[src/design/overlay_color_pkg.sv]
package overlay_color_pkg;

  typedef logic [3:0] chan_t;

  // which window a pixel belongs to, after priority
  typedef logic [2:0] region_t;

  localparam region_t REG_NONE = 3'd0;
  localparam region_t REG_FIRE = 3'd1;
  localparam region_t REG_WARN = 3'd2;
  localparam region_t REG_TENS = 3'd3;
  localparam region_t REG_ONES = 3'd4;
  localparam region_t REG_CELS = 3'd5;

  // channel triples, index 2 is red, 1 green, 0 blue
  localparam chan_t [2:0] FIRE_RGB  = {4'hf, 4'h0, 4'h0};
  localparam chan_t [2:0] WARN_RGB  = {4'hf, 4'ha, 4'h0};
  localparam chan_t [2:0] GLYPH_RGB = {4'hf, 4'hf, 4'hf};
  localparam chan_t [2:0] BLACK_RGB = {4'h0, 4'h0, 4'h0};

  localparam int RGB_R = 2;
  localparam int RGB_G = 1;
  localparam int RGB_B = 0;

endpackage

[src/design/overlay_geom_pkg.sv]
package overlay_geom_pkg;

  // screen coordinates, 1-based from the raster timing block
  typedef logic [10:0] pix_x_t;
  typedef logic [9:0]  pix_y_t;

  // local offsets inside a glyph window
  typedef logic [6:0] glyph_x_t;  // 0..79
  typedef logic [6:0] glyph_y_t;  // 0..119

  typedef logic [3:0] digit_t;    // values above 9 are flagged as invalid

  // bit 0 is segment a, bit 6 is segment g
  typedef logic [6:0] seg_mask_t;

  // glyph window size, shared by tens, ones and the centigrade sign
  localparam int GLYPH_W = 80;
  localparam int GLYPH_H = 120;

  localparam int SEG_T = 10;  // segment thickness
  localparam int SEG_M = 10;  // gap between window edge and the outer segments

  // segment indices within seg_mask_t
  localparam int SEG_A = 0;
  localparam int SEG_B = 1;
  localparam int SEG_C = 2;
  localparam int SEG_D = 3;
  localparam int SEG_E = 4;
  localparam int SEG_F = 5;
  localparam int SEG_G = 6;

  // rectangle edges, all inclusive
  localparam int COL_L0 = SEG_M;                    // left bar, 10
  localparam int COL_R0 = GLYPH_W - SEG_M - SEG_T;  // right bar, 60
  localparam int COL_END = GLYPH_W - SEG_M - 1;     // 69
  localparam int ROW_T0 = SEG_M;                    // top bar, 10
  localparam int ROW_M0 = (GLYPH_H - SEG_T) / 2;    // middle bar, 55
  localparam int ROW_B0 = GLYPH_H - SEG_M - SEG_T;  // bottom bar, 100

endpackage
[src/design/overlay_top.sv]
`timescale 1ns/1ps

module overlay_top
  import overlay_geom_pkg::*, overlay_color_pkg::*;
#(
  parameter int FIRE_X0 = 521,  // fire badge, top right
  parameter int FIRE_Y0 = 1,
  parameter int WARN_X0 = 401,  // warning badge left of it
  parameter int WARN_Y0 = 1,
  parameter int TENS_X0 = 321,
  parameter int TENS_Y0 = 151,
  parameter int ONES_X0 = 401,
  parameter int ONES_Y0 = 151,
  parameter int CELS_X0 = 501,
  parameter int CELS_Y0 = 151
) (
  input  logic   i_clk,
  input  logic   i_arst_n,
  input  logic   i_fire,
  input  logic   i_warning,
  input  digit_t i_tens,
  input  digit_t i_ones,
  input  pix_x_t i_x,
  input  pix_y_t i_y,
  output chan_t  o_red,
  output chan_t  o_green,
  output chan_t  o_blue
);

  region_t   region;
  glyph_x_t  lx;
  glyph_y_t  ly;
  seg_mask_t segs;
  logic      fill;
  logic      lit;

  region_decoder #(
    .FIRE_X0 (FIRE_X0),
    .FIRE_Y0 (FIRE_Y0),
    .WARN_X0 (WARN_X0),
    .WARN_Y0 (WARN_Y0),
    .TENS_X0 (TENS_X0),
    .TENS_Y0 (TENS_Y0),
    .ONES_X0 (ONES_X0),
    .ONES_Y0 (ONES_Y0),
    .CELS_X0 (CELS_X0),
    .CELS_Y0 (CELS_Y0)
  ) u_region_decoder (
    .i_x       (i_x),
    .i_y       (i_y),
    .i_fire    (i_fire),
    .i_warning (i_warning),
    .o_region  (region),
    .o_lx      (lx),
    .o_ly      (ly)
  );

  glyph_select u_glyph_select (
    .i_region (region),
    .i_tens   (i_tens),
    .i_ones   (i_ones),
    .o_segs   (segs),
    .o_fill   (fill)
  );

  seg_painter u_seg_painter (
    .i_lx   (lx),
    .i_ly   (ly),
    .i_segs (segs),
    .o_lit  (lit)
  );

  pixel_composer u_pixel_composer (
    .i_clk    (i_clk),
    .i_arst_n (i_arst_n),
    .i_region (region),
    .i_lit    (lit),
    .i_fill   (fill),
    .o_red    (o_red),
    .o_green  (o_green),
    .o_blue   (o_blue)
  );

endmodule

[src/design/pixel_composer.sv]
`timescale 1ns/1ps

module pixel_composer
  import overlay_color_pkg::*;
(
  input  logic    i_clk,
  input  logic    i_arst_n,
  input  region_t i_region,
  input  logic    i_lit,
  input  logic    i_fill,
  output chan_t   o_red,
  output chan_t   o_green,
  output chan_t   o_blue
);

  chan_t [2:0] rgb_d;
  chan_t [2:0] rgb_q;

  always_comb begin
    case (i_region)
      REG_FIRE: rgb_d = FIRE_RGB;
      REG_WARN: rgb_d = WARN_RGB;
      REG_TENS, REG_ONES, REG_CELS: begin
        // an invalid digit paints the whole window
        rgb_d = (i_lit || i_fill) ? GLYPH_RGB : BLACK_RGB;
      end
      default: rgb_d = BLACK_RGB;
    endcase
  end

  // the only register in the pipeline, one pixel of latency
  always_ff @(posedge i_clk or negedge i_arst_n) begin
    if (!i_arst_n) begin
      rgb_q <= BLACK_RGB;
    end else begin
      rgb_q <= rgb_d;
    end
  end

  assign o_red   = rgb_q[RGB_R];
  assign o_green = rgb_q[RGB_G];
  assign o_blue  = rgb_q[RGB_B];

endmodule

[src/design/seg_painter.sv]
`timescale 1ns/1ps

module seg_painter
  import overlay_geom_pkg::*;
(
  input  glyph_x_t  i_lx,
  input  glyph_y_t  i_ly,
  input  seg_mask_t i_segs,
  output logic      o_lit
);

  seg_mask_t hit;

  // inclusive rectangle test on local offsets
  function automatic logic in_rect(input glyph_x_t x, input glyph_y_t y,
                                   input int x0, input int x1,
                                   input int y0, input int y1);
    in_rect = (int'(x) >= x0) && (int'(x) <= x1) &&
              (int'(y) >= y0) && (int'(y) <= y1);
  endfunction

  // horizontal bars span the full inner width
  always_comb begin
    hit[SEG_A] = in_rect(i_lx, i_ly, COL_L0, COL_END, ROW_T0, ROW_T0 + SEG_T - 1);
    hit[SEG_G] = in_rect(i_lx, i_ly, COL_L0, COL_END, ROW_M0, ROW_M0 + SEG_T - 1);
    hit[SEG_D] = in_rect(i_lx, i_ly, COL_L0, COL_END, ROW_B0, ROW_B0 + SEG_T - 1);
    // upper verticals run from the top bar through the middle bar
    hit[SEG_F] = in_rect(i_lx, i_ly, COL_L0, COL_L0 + SEG_T - 1,
                         ROW_T0, ROW_M0 + SEG_T - 1);
    hit[SEG_B] = in_rect(i_lx, i_ly, COL_R0, COL_END,
                         ROW_T0, ROW_M0 + SEG_T - 1);
    // lower verticals from the middle bar through the bottom bar
    hit[SEG_E] = in_rect(i_lx, i_ly, COL_L0, COL_L0 + SEG_T - 1,
                         ROW_M0, ROW_B0 + SEG_T - 1);
    hit[SEG_C] = in_rect(i_lx, i_ly, COL_R0, COL_END,
                         ROW_M0, ROW_B0 + SEG_T - 1);
  end

  assign o_lit = |(hit & i_segs);  // zero mask outside glyphs keeps this low

endmodule

[src/design/glyph_select.sv]
`timescale 1ns/1ps

module glyph_select
  import overlay_geom_pkg::*, overlay_color_pkg::*;
(
  input  region_t   i_region,
  input  digit_t    i_tens,
  input  digit_t    i_ones,
  output seg_mask_t o_segs,
  output logic      o_fill
);

  localparam seg_mask_t CELS_MASK = 7'b011_1001;  // a, d, e, f

  digit_t    digit;
  seg_mask_t digit_segs;

  assign digit = (i_region == REG_TENS) ? i_tens : i_ones;

  // segment order g f e d c b a
  always_comb begin
    case (digit)
      4'd0:    digit_segs = 7'b011_1111;
      4'd1:    digit_segs = 7'b000_0110;
      4'd2:    digit_segs = 7'b101_1011;
      4'd3:    digit_segs = 7'b100_1111;
      4'd4:    digit_segs = 7'b110_0110;
      4'd5:    digit_segs = 7'b110_1101;
      4'd6:    digit_segs = 7'b111_1101;
      4'd7:    digit_segs = 7'b000_0111;
      4'd8:    digit_segs = 7'b111_1111;
      4'd9:    digit_segs = 7'b110_1111;
      default: digit_segs = 7'b000_0000;  // 10..15 go to fill instead
    endcase
  end

  always_comb begin
    o_segs = '0;
    o_fill = 1'b0;
    case (i_region)
      REG_TENS, REG_ONES: begin
        o_segs = digit_segs;
        o_fill = (digit > 4'd9);
      end
      REG_CELS: o_segs = CELS_MASK;
      default: ;  // badges and background carry no glyph
    endcase
  end

endmodule

[src/design/region_decoder.sv]
`timescale 1ns/1ps

module region_decoder
  import overlay_geom_pkg::*, overlay_color_pkg::*;
#(
  parameter int FIRE_X0 = 521,
  parameter int FIRE_Y0 = 1,
  parameter int WARN_X0 = 401,
  parameter int WARN_Y0 = 1,
  parameter int TENS_X0 = 321,
  parameter int TENS_Y0 = 151,
  parameter int ONES_X0 = 401,
  parameter int ONES_Y0 = 151,
  parameter int CELS_X0 = 501,
  parameter int CELS_Y0 = 151
) (
  input  pix_x_t   i_x,
  input  pix_y_t   i_y,
  input  logic     i_fire,
  input  logic     i_warning,
  output region_t  o_region,
  output glyph_x_t o_lx,
  output glyph_y_t o_ly
);

  localparam int BADGE_W = 120;  // badges are square
  localparam int BADGE_H = 120;

  pix_x_t dx;
  pix_y_t dy;
  logic   fire_hit;
  logic   warn_hit;
  logic   tens_hit;
  logic   ones_hit;
  logic   cels_hit;

  function automatic logic in_win(input pix_x_t x, input pix_y_t y,
                                  input int x0, input int y0,
                                  input int w, input int h);
    in_win = (int'(x) >= x0) && (int'(x) < x0 + w) &&
             (int'(y) >= y0) && (int'(y) < y0 + h);
  endfunction

  assign fire_hit = in_win(i_x, i_y, FIRE_X0, FIRE_Y0, BADGE_W, BADGE_H);
  assign warn_hit = in_win(i_x, i_y, WARN_X0, WARN_Y0, BADGE_W, BADGE_H);
  assign tens_hit = in_win(i_x, i_y, TENS_X0, TENS_Y0, GLYPH_W, GLYPH_H);
  assign ones_hit = in_win(i_x, i_y, ONES_X0, ONES_Y0, GLYPH_W, GLYPH_H);
  assign cels_hit = in_win(i_x, i_y, CELS_X0, CELS_Y0, GLYPH_W, GLYPH_H);

  // first match wins, badges only count while their alarm is up
  always_comb begin
    o_region = REG_NONE;
    dx       = '0;
    dy       = '0;
    if (i_fire && fire_hit) begin
      o_region = REG_FIRE;
    end else if (i_warning && warn_hit) begin
      o_region = REG_WARN;
    end else if (tens_hit) begin
      o_region = REG_TENS;
      dx       = i_x - pix_x_t'(TENS_X0);
      dy       = i_y - pix_y_t'(TENS_Y0);
    end else if (ones_hit) begin
      o_region = REG_ONES;
      dx       = i_x - pix_x_t'(ONES_X0);
      dy       = i_y - pix_y_t'(ONES_Y0);
    end else if (cels_hit) begin
      o_region = REG_CELS;
      dx       = i_x - pix_x_t'(CELS_X0);
      dy       = i_y - pix_y_t'(CELS_Y0);
    end
  end

  assign o_lx = glyph_x_t'(dx);  // below 80 inside a glyph window
  assign o_ly = glyph_y_t'(dy);  // below 120

endmodule

[config.mk]
export PLATFORM = sky130hd
export DESIGN_NAME = overlay_top
export DESIGN_NICKNAME = d
export VERILOG_FILES = /design/src/design/overlay_color_pkg.sv /design/src/design/overlay_geom_pkg.sv /design/src/design/overlay_top.sv /design/src/design/pixel_composer.sv /design/src/design/seg_painter.sv /design/src/design/glyph_select.sv /design/src/design/region_decoder.sv
export SDC_FILE = /design/constraint.sdc
export NUM_CORES = 1
export LEC_CHECK = 0
export ABC_AREA = 0
export BUFFER_PORTS_ARGS = -buffer_cell sky130_fd_sc_hd__buf_2
export CAP_MARGIN = 30
export CORE_UTILIZATION = 40
export CTS_CLUSTER_SIZE = 10
export DETAILED_ROUTE_END_ITERATION = 6
export HOLD_SLACK_MARGIN = 0.03
export MAX_ROUTING_LAYER = met4
export PLACE_DENSITY = 0.63
export SETUP_SLACK_MARGIN = 0.3
export SYNTH_ARGS = -nofsm -noshare
export SYNTH_HDL_FRONTEND = slang
export SYNTH_SLANG_ARGS = --single-unit
[constraint.sdc]
create_clock -name i_clk -period 0.8 [get_ports i_clk]
set_input_delay 0.04 -clock i_clk [delete_from_list [all_inputs] [get_ports i_clk]]
set_output_delay 0.04 -clock i_clk [all_outputs]
set_load 0.1 [all_outputs]
[Word level (Yosys, flattened, before mapping)]
Memories as Yosys holds them, arrays and structs flattened.
Cells that the tools add are included.
Word-level totals
  bits in registers: 12
  word-level logic and storage cells: 96
  output and inout bits: 12
  input port bits: 33
  bits in read-only memories: 112
  memories kept: 1
Operators by class
  $add $sub $neg: 4
  bitwise operators: 1
  mux-type cells: 20
  reduce and logical (&&, ||, !) cells: 38
  equality and inequality tests: 5
  order comparisons: 24
Memories
  (no name shown): depth 16, width 7, rd ports 1, clocked after memory_dff 0, write ports 0, RTL line glyph_select.sv:22  | case (digit)
Operator list (number)
  7-bit two-way mux: 10
  12-bit one-hot mux with 3 select lines: 1
  1-bit logical AND: 34
  11-bit by 9-bit greater-or-equal comparator with 1-bit output (second input constant): 3
  11-bit by 10-bit < comparator with 1-bit output (second input constant): 3
  11-bit by 9-bit < comparator with 1-bit output (second input constant): 2
  7-bit <= comparator (second input constant): 3
  3-bit two-way mux: 5
  7-bit by 4-bit greater-or-equal comparator with 1-bit output (second input constant): 2
  7-bit by 6-bit greater-or-equal comparator with 1-bit output (second input constant): 2
  7-bit by 5-bit <= comparator with 1-bit output (second input constant): 2
  7-bit one-hot mux with 2 select lines: 1
  7-bit by 5-bit subtractor with 7-bit output (second input constant): 2
  7-bit subtractor (second input constant): 2
  12-bit two-way mux: 1
  11-bit by 10-bit greater-or-equal comparator with 1-bit output (second input constant): 1
  10-bit by 1-bit greater-or-equal comparator with 1-bit output (second input constant): 1
  10-bit by 8-bit greater-or-equal comparator with 1-bit output (second input constant): 1
  10-bit by 7-bit < comparator with 1-bit output (second input constant): 1
  10-bit by 9-bit < comparator with 1-bit output (second input constant): 1
  7-bit AND: 1
  7-bit greater-or-equal comparator (second input constant): 1
  7-bit OR reduction: 1
  3-bit by 2-bit equality test with 1-bit output (second input constant): 2
  other kinds (8): 9

[Logic depth before layout (Yosys ltp)]
Gate-level depths: netlist (run 1).
  depth after elaboration: 18
  gate-level depth with buffers: 16
  mapped depth without buffers: 15

[Hierarchy]
From an unflattened synthesis (run 1), not the netlist that was laid out.
Unflattened totals
  cell total of the unflattened synthesis: 256
  area, all modules: 1853.0 sq um
Modules (own cells, without submodules)
  region_decoder: seq. area each 0.0 sq um, instances 1, cells an instance 145, area each 1034.7 sq um
  glyph_select: seq. area each 0.0 sq um, instances 1, cells an instance 53, area each 372.9 sq um
  pixel_composer: seq. area each 75.1 sq um, instances 1, cells an instance 24, area each 229.0 sq um
  seg_painter: seq. area each 0.0 sq um, instances 1, cells an instance 34, area each 216.5 sq um

[Least setup slack after synthesis (run 1)]
No wires, ideal clock.
  kind: input -> register
  from: input i_y[0]
  to: register u_pixel_composer.rgb_q, in the netlist u_pixel_composer.o_blue[2]
  required time: 662 ps
  path slack: -1753 ps
  buffers on the path: 1
  arrival time: 2414 ps
  stages: 13
  library setup time: 138 ps
  path through: ha_1 -> a21oi_1 -> o21ai_0 -> a32oi_4 -> nand2b_4 -> buf_12 -> mux2i_1 -> inv_1 -> ha_1 -> o21bai_1 -> a21oi_1 -> o31ai_2 -> nand3_1
Between the ends
  longest elaborated chain between the ends: 17
  elaborated cells between the ends (all ways): 76
  classes of those cells: add/sub (1); order compare (15); eq/ne (5); mux (20); bitwise (1); reduce/logical (33); memory (1)
RTL lines
  from (decl): RTL line overlay_top.sv:24  | input pix_y_t i_y,
  10-bit by 8-bit greater-or-equal comparator with 1-bit output: RTL line region_decoder.sv:41  | (int'(y) >= y0) && (int'(y) < y0 + h);
  1-bit logical AND: RTL line region_decoder.sv:40  | in_win = (int'(x) >= x0) && (int'(x) < x0 + w) &&
  1-bit logical AND: RTL line region_decoder.sv:41
  3-bit two-way mux or 7-bit two-way mux (tied branches): RTL line region_decoder.sv:67  | end else if (cels_hit) begin
  3-bit two-way mux or 7-bit two-way mux (tied branches): RTL line region_decoder.sv:63  | end else if (ones_hit) begin
  3-bit two-way mux or 7-bit two-way mux (tied branches): RTL line region_decoder.sv:59  | end else if (tens_hit) begin
  3-bit two-way mux or 7-bit two-way mux (tied branches): RTL line region_decoder.sv:57  | end else if (i_warning && warn_hit) begin
  3-bit two-way mux or 7-bit two-way mux (tied branches): RTL line region_decoder.sv:55  | if (i_fire && fire_hit) begin
  3-bit by 2-bit equality test with 1-bit output, or another cell as far along: RTL line pixel_composer.sv:20, glyph_select.sv:18, glyph_select.sv:40
  4-bit two-way mux or 1-bit logical AND (tied branches): RTL line glyph_select.sv:18, seg_painter.sv:18
  memory 16 x 7 bit or 1-bit logical AND (tied branches)
  7-bit one-hot mux with 2 select lines or 1-bit logical AND (tied branches): RTL line glyph_select.sv:40, seg_painter.sv:19
  7-bit AND: RTL line seg_painter.sv:39  | assign o_lit = |(hit & i_segs);
  7-bit OR reduction: RTL line seg_painter.sv:39
  1-bit logical OR: RTL line pixel_composer.sv:25  | rgb_d = (i_lit || i_fill) ? GLYPH_RGB : BLACK_RGB;
  12-bit two-way mux: RTL line pixel_composer.sv:25
  12-bit one-hot mux with 3 select lines *: RTL line pixel_composer.sv:20  | case (i_region)
  to (signal assigned): RTL line pixel_composer.sv:36  | rgb_q <= rgb_d;
  to (decl): RTL line pixel_composer.sv:17  | chan_t [2:0] rgb_q;
Every way passes the cells marked *; elsewhere a longest branch is shown, timed or not.

==> impl_metrics.tcl, run 1 <==
set metrics [dict create \
    first_pass_iters 4 \
    grt_pass1_vias 2213 \
    hold_viol_final 0 \
    synthArstFlopShare_pct 100 \
    power.switching_uw 760 \
    drt-vias-per-instance 5.59 \
    clkPwrFrac_pct 23.0 \
    hold_ws_ns 0.169 \
    antenna_found_initial 0 \
    syn_to_final_growth_pct 71.5 \
    syn_inst 248 \
    synth_top_area_share_pct 5.38 \
    clockBufferDepth 2 \
    startpoint_type "input port" \
    drive_above_1_share_pct 53.6 \
    final-max-slew-violation-count 0 \
    cp_cell_sequence "buf_6 -> or4_4 -> a41oi_4 -> a32oi_4 -> nand2b_4 -> buf_6 -> nand2_2 -> nand2_2 -> inv_2 -> ha_1 -> inv_1 -> o21a_1 -> o2bb2ai_2 -> a41oi_2 -> nand3_1" \
    syn_nets 289 \
    setup.worst_path.class "in -> reg" \
    drt-total-wl_um 6060 \
    path_buf_inv 4 \
    cap_violations 0 \
    wl_per_cell_um 14.6 \
    clockRootBuffer "clkbuf_8" \
    hpwl_um 4620 \
    cpLargestDelayFamily "simple AND/OR/NAND/NOR gates" \
    cts_tree "built" \
    post_synth_most_frequent_cells "a21oi_1 (20), nand2_1 (17), nor2_1 (15)" \
    violations "setup timing" \
    synth_edf_count 0 \
    place.port_buffers 44 \
    cp_num_cells 15 \
    n_antenna_cell 0 \
    final_nets 406 \
    swShare_pct 40.0 \
    yosysTopAreaCell "a21oi_1" \
    overflow 0 \
    htree_num_levels 1 \
    fin_crit_ns 2.33 \
    vdd_drop_max_uv 285 \
    ys.flop_type "dfrtp_1" \
    route.vias.total 2327 \
    synth.avg_cell_area_um2 7.50 \
    ys_seq_area_share_pct 4.03 \
    drcViolationCount 0 \
    setup_ws_ns -1.53 \
    p_int_mw 1.14 \
    rsz0062_at_grt "yes" \
    fmax_mhz 429 \
    relSlewSlack_pct 69.4 \
    grt.total_usage_pct 24.8 \
    clk_pin_slew_ns 0.03 \
    cp_slowest_cell "or4_4" \
    clock_sinks 3 \
    cp_max_fo 3 \
    leakagePower_nw 1.29 \
    status "finished with violations" \
    die_area_um2 4930 \
    core_area_um2 4410 \
    post-route-period-util_pct 291 \
    synthMostInstantiatedCell "a21oi_1" \
    worstPathArrival_ns 2.47 \
    grt_pass1_wl_um 9810 \
    setup_viol 15 \
    combPwrFrac_pct 68.7 \
    end_kind "flip-flop" \
    cp_slowest_stage_delay_ns 0.54 \
    cts_buffers 3 \
    synth_seq_cells 3 \
    syn_area_um2 1860 \
    final_util_pct 72.3 \
    drt_iter0_markers 103 \
    seq_power_share_pct 8.3 \
    pin_count 45 \
    grt_max_degree 12 \
    critPathRequiredTime_ns 0.94 \
    dieWidth_um 70.2 \
    yosys_warnings 0 \
    gp_congestion 0.839 \
    ys_types 78 \
    initial_core_util_pct 42.1 \
    worst_slew_pin_slew_ns 0.453 \
    p_per_area_nw_per_um2 596 \
    fp-row-count 24 \
    fp.dieH_um 70.2 \
    postRouteAntennaNets 0 \
    yosys-top-cells-area "a21oi_1 (5.4%), ha_1 (5.4%), xnor2_1 (4.2%)" \
    hp-class "in -> async" \
]
-- metrics by stage --
stage          total power, mW  instance area (um2)  setup TNS [ns]  worst slack (ns)  instances
3_3_place_gp              1.29                 2840           -5.23             -1.74        405
3_5_place_dp              1.31                 2840           -5.43             -1.81        405
5_1_grt                   2.02                 3190           -7.22             -1.65        416
6_report                  1.90                 3190           -6.73             -1.53        416
2_1_floorplan            0.752                 1990           -6.10             -1.66        248
4_1_cts                   1.84                 3120           -6.66             -1.50        416
-- sequential cells by signal, indices dropped and copies added, names as in the netlist --
name,cells
u_pixel_composer.o_blue,1
u_pixel_composer.o_green,1
u_pixel_composer.o_red,1
-- final cells by class --
class	count	area, um2
fillers	336	1220
multi-input cells	209	1780
inverters	13	53.8
repair buffers	135	1160
flip-flops and latches	3	86.3
well taps	52	65.1
clock buffers	4	45.0
-- routing by layer --
layer	track usage [%]	up-vias	wire length [um]
met5	-	-	0
met4	3.78	0	49
met3	1.44	6	239
met2	46.5	63	3140
met1	29.5	1082	2630
li1	-	1176	-
-- timing repair --
| item | in CTS | in global routing |
|---|---|---|
| endpoints found under the setup margin | 15 | 15 |
| pin swaps | 20 | 7 |
| resized for setup | 37 | 12 |
| hold endpoints to repair | 3 | 0 |
| hold buffers | 1 | 0 |
| setup buffers | 6 | 0 |
-- placed cells by master (no fill, tap or decap), types with 4 or more instances in the layout --
| master | Yosys | final |
|---|---|---|
| nand3_1 | 12 | 11 |
| xor2_1 | 6 | 6 |
| nor3_1 | 5 | 5 |
| mux2i_4 | 1 | 4 |
| inv_1 | 13 | 9 |
| xnor2_1 | 9 | 9 |
| buf_12 | 1 | 14 |
| o21ai_0 | 14 | 13 |
| buf_6 | 2 | 8 |
| buf_2 | 7 | 28 |
| buf_4 | 9 | 83 |
| nand2_1 | 17 | 15 |
| a21oi_1 | 20 | 18 |
| ha_1 | 8 | 5 |
| nor2_1 | 15 | 15 |
-- how the worst max path moves through the flow --
stage	from	slack, ns	to
2_1_floorplan	i_x[1]	-1.66	u_pixel_composer.o_blue[2]$_DFF_PN0_
6_report	i_y[4]	-1.53	u_pixel_composer.o_green[1]$_DFF_PN0_
5_1_grt	i_x[1]	-1.65	u_pixel_composer.o_green[1]$_DFF_PN0_
3_5_place_dp	i_x[1]	-1.81	u_pixel_composer.o_red[2]$_DFF_PN0_
3_3_place_gp	i_x[1]	-1.74	u_pixel_composer.o_green[1]$_DFF_PN0_
4_1_cts	i_x[3]	-1.50	u_pixel_composer.o_green[1]$_DFF_PN0_
-- cell families (layout without fill, tap and decap cells) --
kind of cell	count (synthesis)	in the layout	share of synthesized area, %
AO/OA/AOI/OAI	90	90	37.9
AND/OR/NAND/NOR	88	88	28.9
buffers and inverters	36	152	11.2
XOR/XNOR	15	15	7.06
adder cells (fa/ha/maj)	8	8	5.38
multiplexers	8	8	5.51
flip-flops	3	3	4.03
-- power groups by stage --
stage	Combinational (mW)	Sequential [mW]	Clock (mW)
after detailed placement	1.15	0.161	0
after global routing	1.40	0.159	0.455
after global placement	1.13	0.161	0
after CTS	1.24	0.159	0.438
final	1.31	0.159	0.437
after floorplan	0.583	0.169	0
No activity file was read; power rests on OpenSTA's default activity.
==> inputs of run 2 (changes only) <==
--- a/config.mk
+++ b/config.mk
@@ -8,12 +8,14 @@
 export ABC_AREA = 0
 export BUFFER_PORTS_ARGS = -buffer_cell sky130_fd_sc_hd__buf_2
 export CAP_MARGIN = 30
+export CORE_MARGIN = 2
 export CORE_UTILIZATION = 40
 export CTS_CLUSTER_SIZE = 10
 export DETAILED_ROUTE_END_ITERATION = 6
 export HOLD_SLACK_MARGIN = 0.03
 export MAX_ROUTING_LAYER = met4
 export PLACE_DENSITY = 0.63
+export RECOVER_POWER = 100
 export SETUP_SLACK_MARGIN = 0.3
 export SYNTH_ARGS = -nofsm -noshare
 export SYNTH_HDL_FRONTEND = slang
==> run 2 against run 1 <==
The run still ends with setup timing left. Flip-flop and latch count is the same. Count of clock-buffer cells in the layout is the same. Non-clock buffer count grew 7. Sequential share of layout area shrank 0.073 points. Worst setup slack lost 0.080 ns. Largest cell class unchanged.
==> impl_metrics.tcl, run 2 (synthesized netlist as in run 1, its figures left out) <==
set metrics [dict create \
    status "finished with violations" \
    cp_slowest_cell "or4_4" \
    hold_ws_ns 0.172 \
    fmax_mhz 415 \
    dieWidth_um 72.2 \
    fp-row-count 24 \
    first_pass_iters 4 \
    fin_crit_ns 2.41 \
    overflow 0 \
    cts_tree "built" \
    final_nets 413 \
    dp.cells 406 \
    p_int_mw 1.15 \
    core_area_um2 4410 \
    drt-vias-per-instance 5.69 \
    post-route-period-util_pct 301 \
    cpLargestDelayFamily "compound AO/OA/AOI/OAI gates" \
    path_buf_inv 2 \
    postRouteAntennaNets 0 \
    hold_viol_final 0 \
    grt_pass1_vias 2204 \
    place.port_buffers 44 \
    final_common_cell "buf_4" \
    clock_sinks 3 \
    worstPathArrival_ns 2.49 \
    seq_power_share_pct 8.2 \
    antenna_found_initial 0 \
    vdd_drop_max_uv 296 \
    initial_core_util_pct 42.1 \
    worst_slew_pin_slew_ns 0.432 \
    critPathRequiredTime_ns 0.88 \
    p_total_mw 1.92 \
    cts_buffers 3 \
    clockRootBuffer "clkbuf_8" \
    grt.total_usage_pct 22.1 \
    relSlewSlack_pct 71.0 \
    drt_iter0_markers 126 \
    grt_max_degree 13 \
    drcViolationCount 0 \
    cap_violations 0 \
    pin_count 45 \
    final-max-slew-violation-count 0 \
    setup_ws_ns -1.61 \
    fin_cells 423 \
    worstSetupStartpoint "i_y[7]" \
    syn_to_final_growth_pct 76.3 \
    rsz0062_at_grt "yes" \
    combPwrFrac_pct 68.8 \
    wl_per_cell_um 14.5 \
    setup.worst_path.class "in -> reg" \
    clkPwrFrac_pct 22.9 \
    cp_max_fo 3 \
    hpwl_um 4610 \
    hp-class "in -> async" \
    drt-total-wl_um 6130 \
    n_antenna_cell 0 \
    gp_congestion 0.960 \
    nFillCells 313 \
    swShare_pct 40.0 \
    htree_num_levels 1 \
    p_per_area_nw_per_um2 586 \
    drive_above_1_share_pct 55.3 \
    clk_pin_slew_ns 0.03 \
    startpoint_type "input port" \
    cp_cell_sequence "buf_6 -> or4_4 -> a41oi_4 -> a32oi_4 -> nand2b_4 -> mux2i_4 -> inv_2 -> ha_4 -> o21bai_1 -> a21oi_1 -> o31ai_2 -> nand3_1" \
    layout_common_cells "buf_4 (87), buf_2 (27), a21oi_1 (18)" \
    die_area_um2 5210 \
    end_kind "flip-flop" \
    power.switching_uw 769 \
    route.vias.total 2406 \
    fp.dieH_um 72.2 \
    setup_viol 15 \
    clockBufferDepth 2 \
    leakagePower_nw 1.35 \
    violations "setup timing" \
    cp_slowest_stage_delay_ns 0.55 \
    grt_pass1_wl_um 9290 \
]
## run 2: changes by cell type in the layout (fill, tap and decap cells not counted), sizes merged
cell | before | now
buf | 134 | 140
clkbuf | 4 | 5
## run 2: per-stage QoR
step                      worst slack (ns)  instance area [um2]  util [%]  setup TNS (ns)
after detailed placement             -1.87                 2830      64.1           -5.57
after global routing                 -1.68                 3280      74.3           -7.33
final                                -1.61                 3280      74.3           -6.86
after CTS                            -1.55                 3000      68.0           -6.86
after global placement               -1.81                 2830      64.1           -5.43
after floorplan                      -1.66                 1990         -           -6.10
## run 2: area by class of cell
type / count / area, um2 / share of cell area [%]
multi-input combinational: 209 / 1820 / 55.6
inverter: 13 / 51.3 / 1.56
clock buffer: 4 / 45.0 / 1.37
timing repair buffer: 142 / 1210 / 36.9
tap: 52 / 65.1 / 1.98
sequential: 3 / 86.3 / 2.63
## run 2: layer usage
metal	part of all wire, %	vias to the layer above	GRT usage, %
li1	-	1191	-
met1	42	1124	27.3
met2	52	77	39.8
met3	4.0	14	1.81
met4	2.0	0	3.77
met5	0	-	-
## run 2: power by group through the flow
stage | clock network [mW] | registers (mW) | logic (mW)
after CTS | 0.460 | 0.159 | 1.19
after global placement | 0 | 0.161 | 1.11
after detailed placement | 0 | 0.161 | 1.13
after global routing | 0.459 | 0.159 | 1.43
final | 0.441 | 0.158 | 1.32
after floorplan | 0 | 0.169 | 0.583
## run 2: path summary, 6_finish.rpt
kind                                                         end  slack, ns  cells after the start
max                        u_pixel_composer.o_green[1]$_DFF_PN0_      -1.61                     12
min                          u_pixel_composer.o_red[2]$_DFF_PN0_       0.17                      2
max in group asynchronous   u_pixel_composer.o_blue[2]$_DFF_PN0_       0.45                      2
min in group i_clk         u_pixel_composer.o_green[1]$_DFF_PN0_       0.37                      5
## run 2: timing repair
item | 4_1_cts | 5_1_grt
gates resized for setup | 13 | 46
pin swaps | 12 | 25
hold endpoints to repair | 3 | 0
buffers inserted | 5 | 7
hold buffers | 1 | 0
endpoints found under the setup margin | 15 | 15
==> inputs of run 3 (changes only) <==
--- a/config.mk
+++ b/config.mk
@@ -16,7 +16,6 @@
 export MAX_ROUTING_LAYER = met4
 export PLACE_DENSITY = 0.63
 export RECOVER_POWER = 100
-export SETUP_SLACK_MARGIN = 0.3
 export SYNTH_ARGS = -nofsm -noshare
 export SYNTH_HDL_FRONTEND = slang
 export SYNTH_SLANG_ARGS = --single-unit
==> run 3 against run 2 <==
The run still ends with setup timing left. Flip-flop and latch count unchanged. Final cell count decreased by 0.24%. Sequential power about the same. Sequential share of layout area about the same. Via count decreased by 0.96%. Global-route usage stayed put. Critical path depth is the same. Die area is the same. Combinational power about the same. Largest power group unchanged.
==> impl_metrics.tcl, run 3 (synthesized netlist as in run 1, its figures left out) <==
set metrics [dict create \
    status "finished with violations" \
    violations "setup timing" \
    drive_above_1_share_pct 55.1 \
    worst_path_most_repeated_cell "buf_6" \
    overflow 0 \
    grt_pass1_vias 2204 \
    fin_cells 422 \
    syn_to_final_growth_pct 75.7 \
    hpwl_um 4610 \
    cts_tree "built" \
    initial_core_util_pct 42.1 \
    fin_crit_ns 2.39 \
    final_nets 412 \
    place.port_buffers 44 \
    post-route-period-util_pct 299 \
    wl_per_cell_um 14.4 \
    drt-vias-per-instance 5.65 \
    htree_num_levels 1 \
    nFillCells 314 \
    clk_pin_slew_ns 0.03 \
    clockRootBuffer "clkbuf_8" \
    setup_viol 15 \
    cp_max_fo 8 \
    cap_violations 0 \
    setup.worst_path.class "in -> reg" \
    clock_sinks 3 \
    layout_common_cells "buf_4 (87), buf_2 (27), a21oi_1 (18)" \
    p_total_mw 1.92 \
    hold_ws_ns 0.172 \
    startpoint_type "input port" \
    final_common_cell "buf_4" \
    drt_iter0_markers 116 \
    hold_viol_final 0 \
    die_area_um2 5210 \
    pin_count 45 \
    worstPathArrival_ns 2.53 \
    drcViolationCount 0 \
    core_area_um2 4410 \
    cp_slowest_cell "or4_4" \
    rsz0062_at_grt "yes" \
    cp_slowest_stage_delay_ns 0.55 \
    relSlewSlack_pct 71.1 \
    dieWidth_um 72.2 \
    fmax_mhz 418 \
    end_kind "flip-flop" \
    first_pass_iters 4 \
    n_antenna_cell 0 \
    gp_congestion 0.960 \
    antenna_found_initial 0 \
    cts_buffers 3 \
    final-max-slew-violation-count 0 \
    grt_pass1_wl_um 9290 \
    hp-class "in -> async" \
    clockBufferDepth 2 \
    route.vias.total 2383 \
    fp-row-count 24 \
    cp_cell_sequence "buf_6 -> or4_4 -> a41oi_4 -> a32oi_4 -> buf_6 -> buf_6 -> nor4b_4 -> a31oi_4 -> a2bb2oi_2 -> o41ai_2 -> o31ai_2 -> nand3_1" \
    grt.total_usage_pct 22.1 \
    drt-total-wl_um 6070 \
    p_per_area_nw_per_um2 587 \
    dp.cells 406 \
    worst_slew_pin_slew_ns 0.430 \
    fp.dieH_um 72.2 \
    leakagePower_nw 1.34 \
    setup_ws_ns -1.59 \
    critPathRequiredTime_ns 0.94 \
    vdd_drop_max_uv 295 \
    grt_max_degree 13 \
    postRouteAntennaNets 0 \
]
[run 3: cell types whose count changed in the layout (fill, tap and decap cells not counted), sizes merged]
cell and delta:
buf -1
[run 3: worst max-delay path by stage]
stage	startpoint	end	slack, ns	cells after the start
floorplan	i_x[1]	u_pixel_composer.o_blue[2]$_DFF_PN0_	-1.66	12
global placement	i_y[7]	u_pixel_composer.o_green[1]$_DFF_PN0_	-1.81	15
detailed placement	i_y[7]	u_pixel_composer.o_blue[2]$_DFF_PN0_	-1.87	15
CTS	i_y[4]	u_pixel_composer.o_blue[2]$_DFF_PN0_	-1.55	12
global route	i_x[1]	u_pixel_composer.o_green[1]$_DFF_PN0_	-1.68	16
finish	i_y[7]	u_pixel_composer.o_green[1]$_DFF_PN0_	-1.59	12
[run 3: timing repair]
action,in CTS,in global routing
pin swaps,12,25
hold endpoints to repair,3,0
resized for setup,13,45
gates cloned,0,0
setup buffers,5,7
hold buffers,1,0
endpoints found under the setup margin,15,15
[run 3: where the power goes]
| group | total (mW) | switching (mW) | internal (mW) |
|---|---|---|---|
| registers | 0.158 | 0.00356 | 0.155 |
| logic | 1.32 | 0.660 | 0.659 |
| clock network | 0.441 | 0.101 | 0.340 |
| total | 1.92 | 0.764 | 1.15 |
[run 3: critical path, delay by kind of cell]
family                 cells  cell delay, ns
buffers and inverters      3            0.36
AO/OA/AOI/OAI              6            1.14
AND/OR/NAND/NOR            3            0.99
[run 3: final cells by class]
class / instances / area [um2] / area share [%]
Multi-Input combinational cell: 209 / 1820 / 55.8
Timing Repair Buffer: 141 / 1200 / 36.6
Sequential cell: 3 / 86.3 / 2.64
Tap cell: 52 / 65.1 / 1.99
Inverter: 13 / 51.3 / 1.57
Clock buffer: 4 / 45.0 / 1.38
[run 3: stage by stage]
stage / util [%] / setup TNS [ns] / instance area [um2] / setup WS [ns]
5_1_grt: 74.0 / -7.33 / 3270 / -1.68
3_5_place_dp: 64.1 / -5.57 / 2830 / -1.87
6_report: 74.0 / -6.83 / 3270 / -1.59
3_3_place_gp: 64.1 / -5.43 / 2830 / -1.81
2_1_floorplan: - / -6.10 / 1990 / -1.66
4_1_cts: 68.0 / -6.86 / 3000 / -1.55
[run 3: layer usage]
metal	up-vias	wire length (um)	share of wire, %	GRT usage [%]
li1	1186	-	-	-
met5	-	0	0	-
met2	63	3180	52	39.8
met1	1118	2540	42	27.3
met4	0	115	1.9	3.77
met3	16	225	3.7	1.81
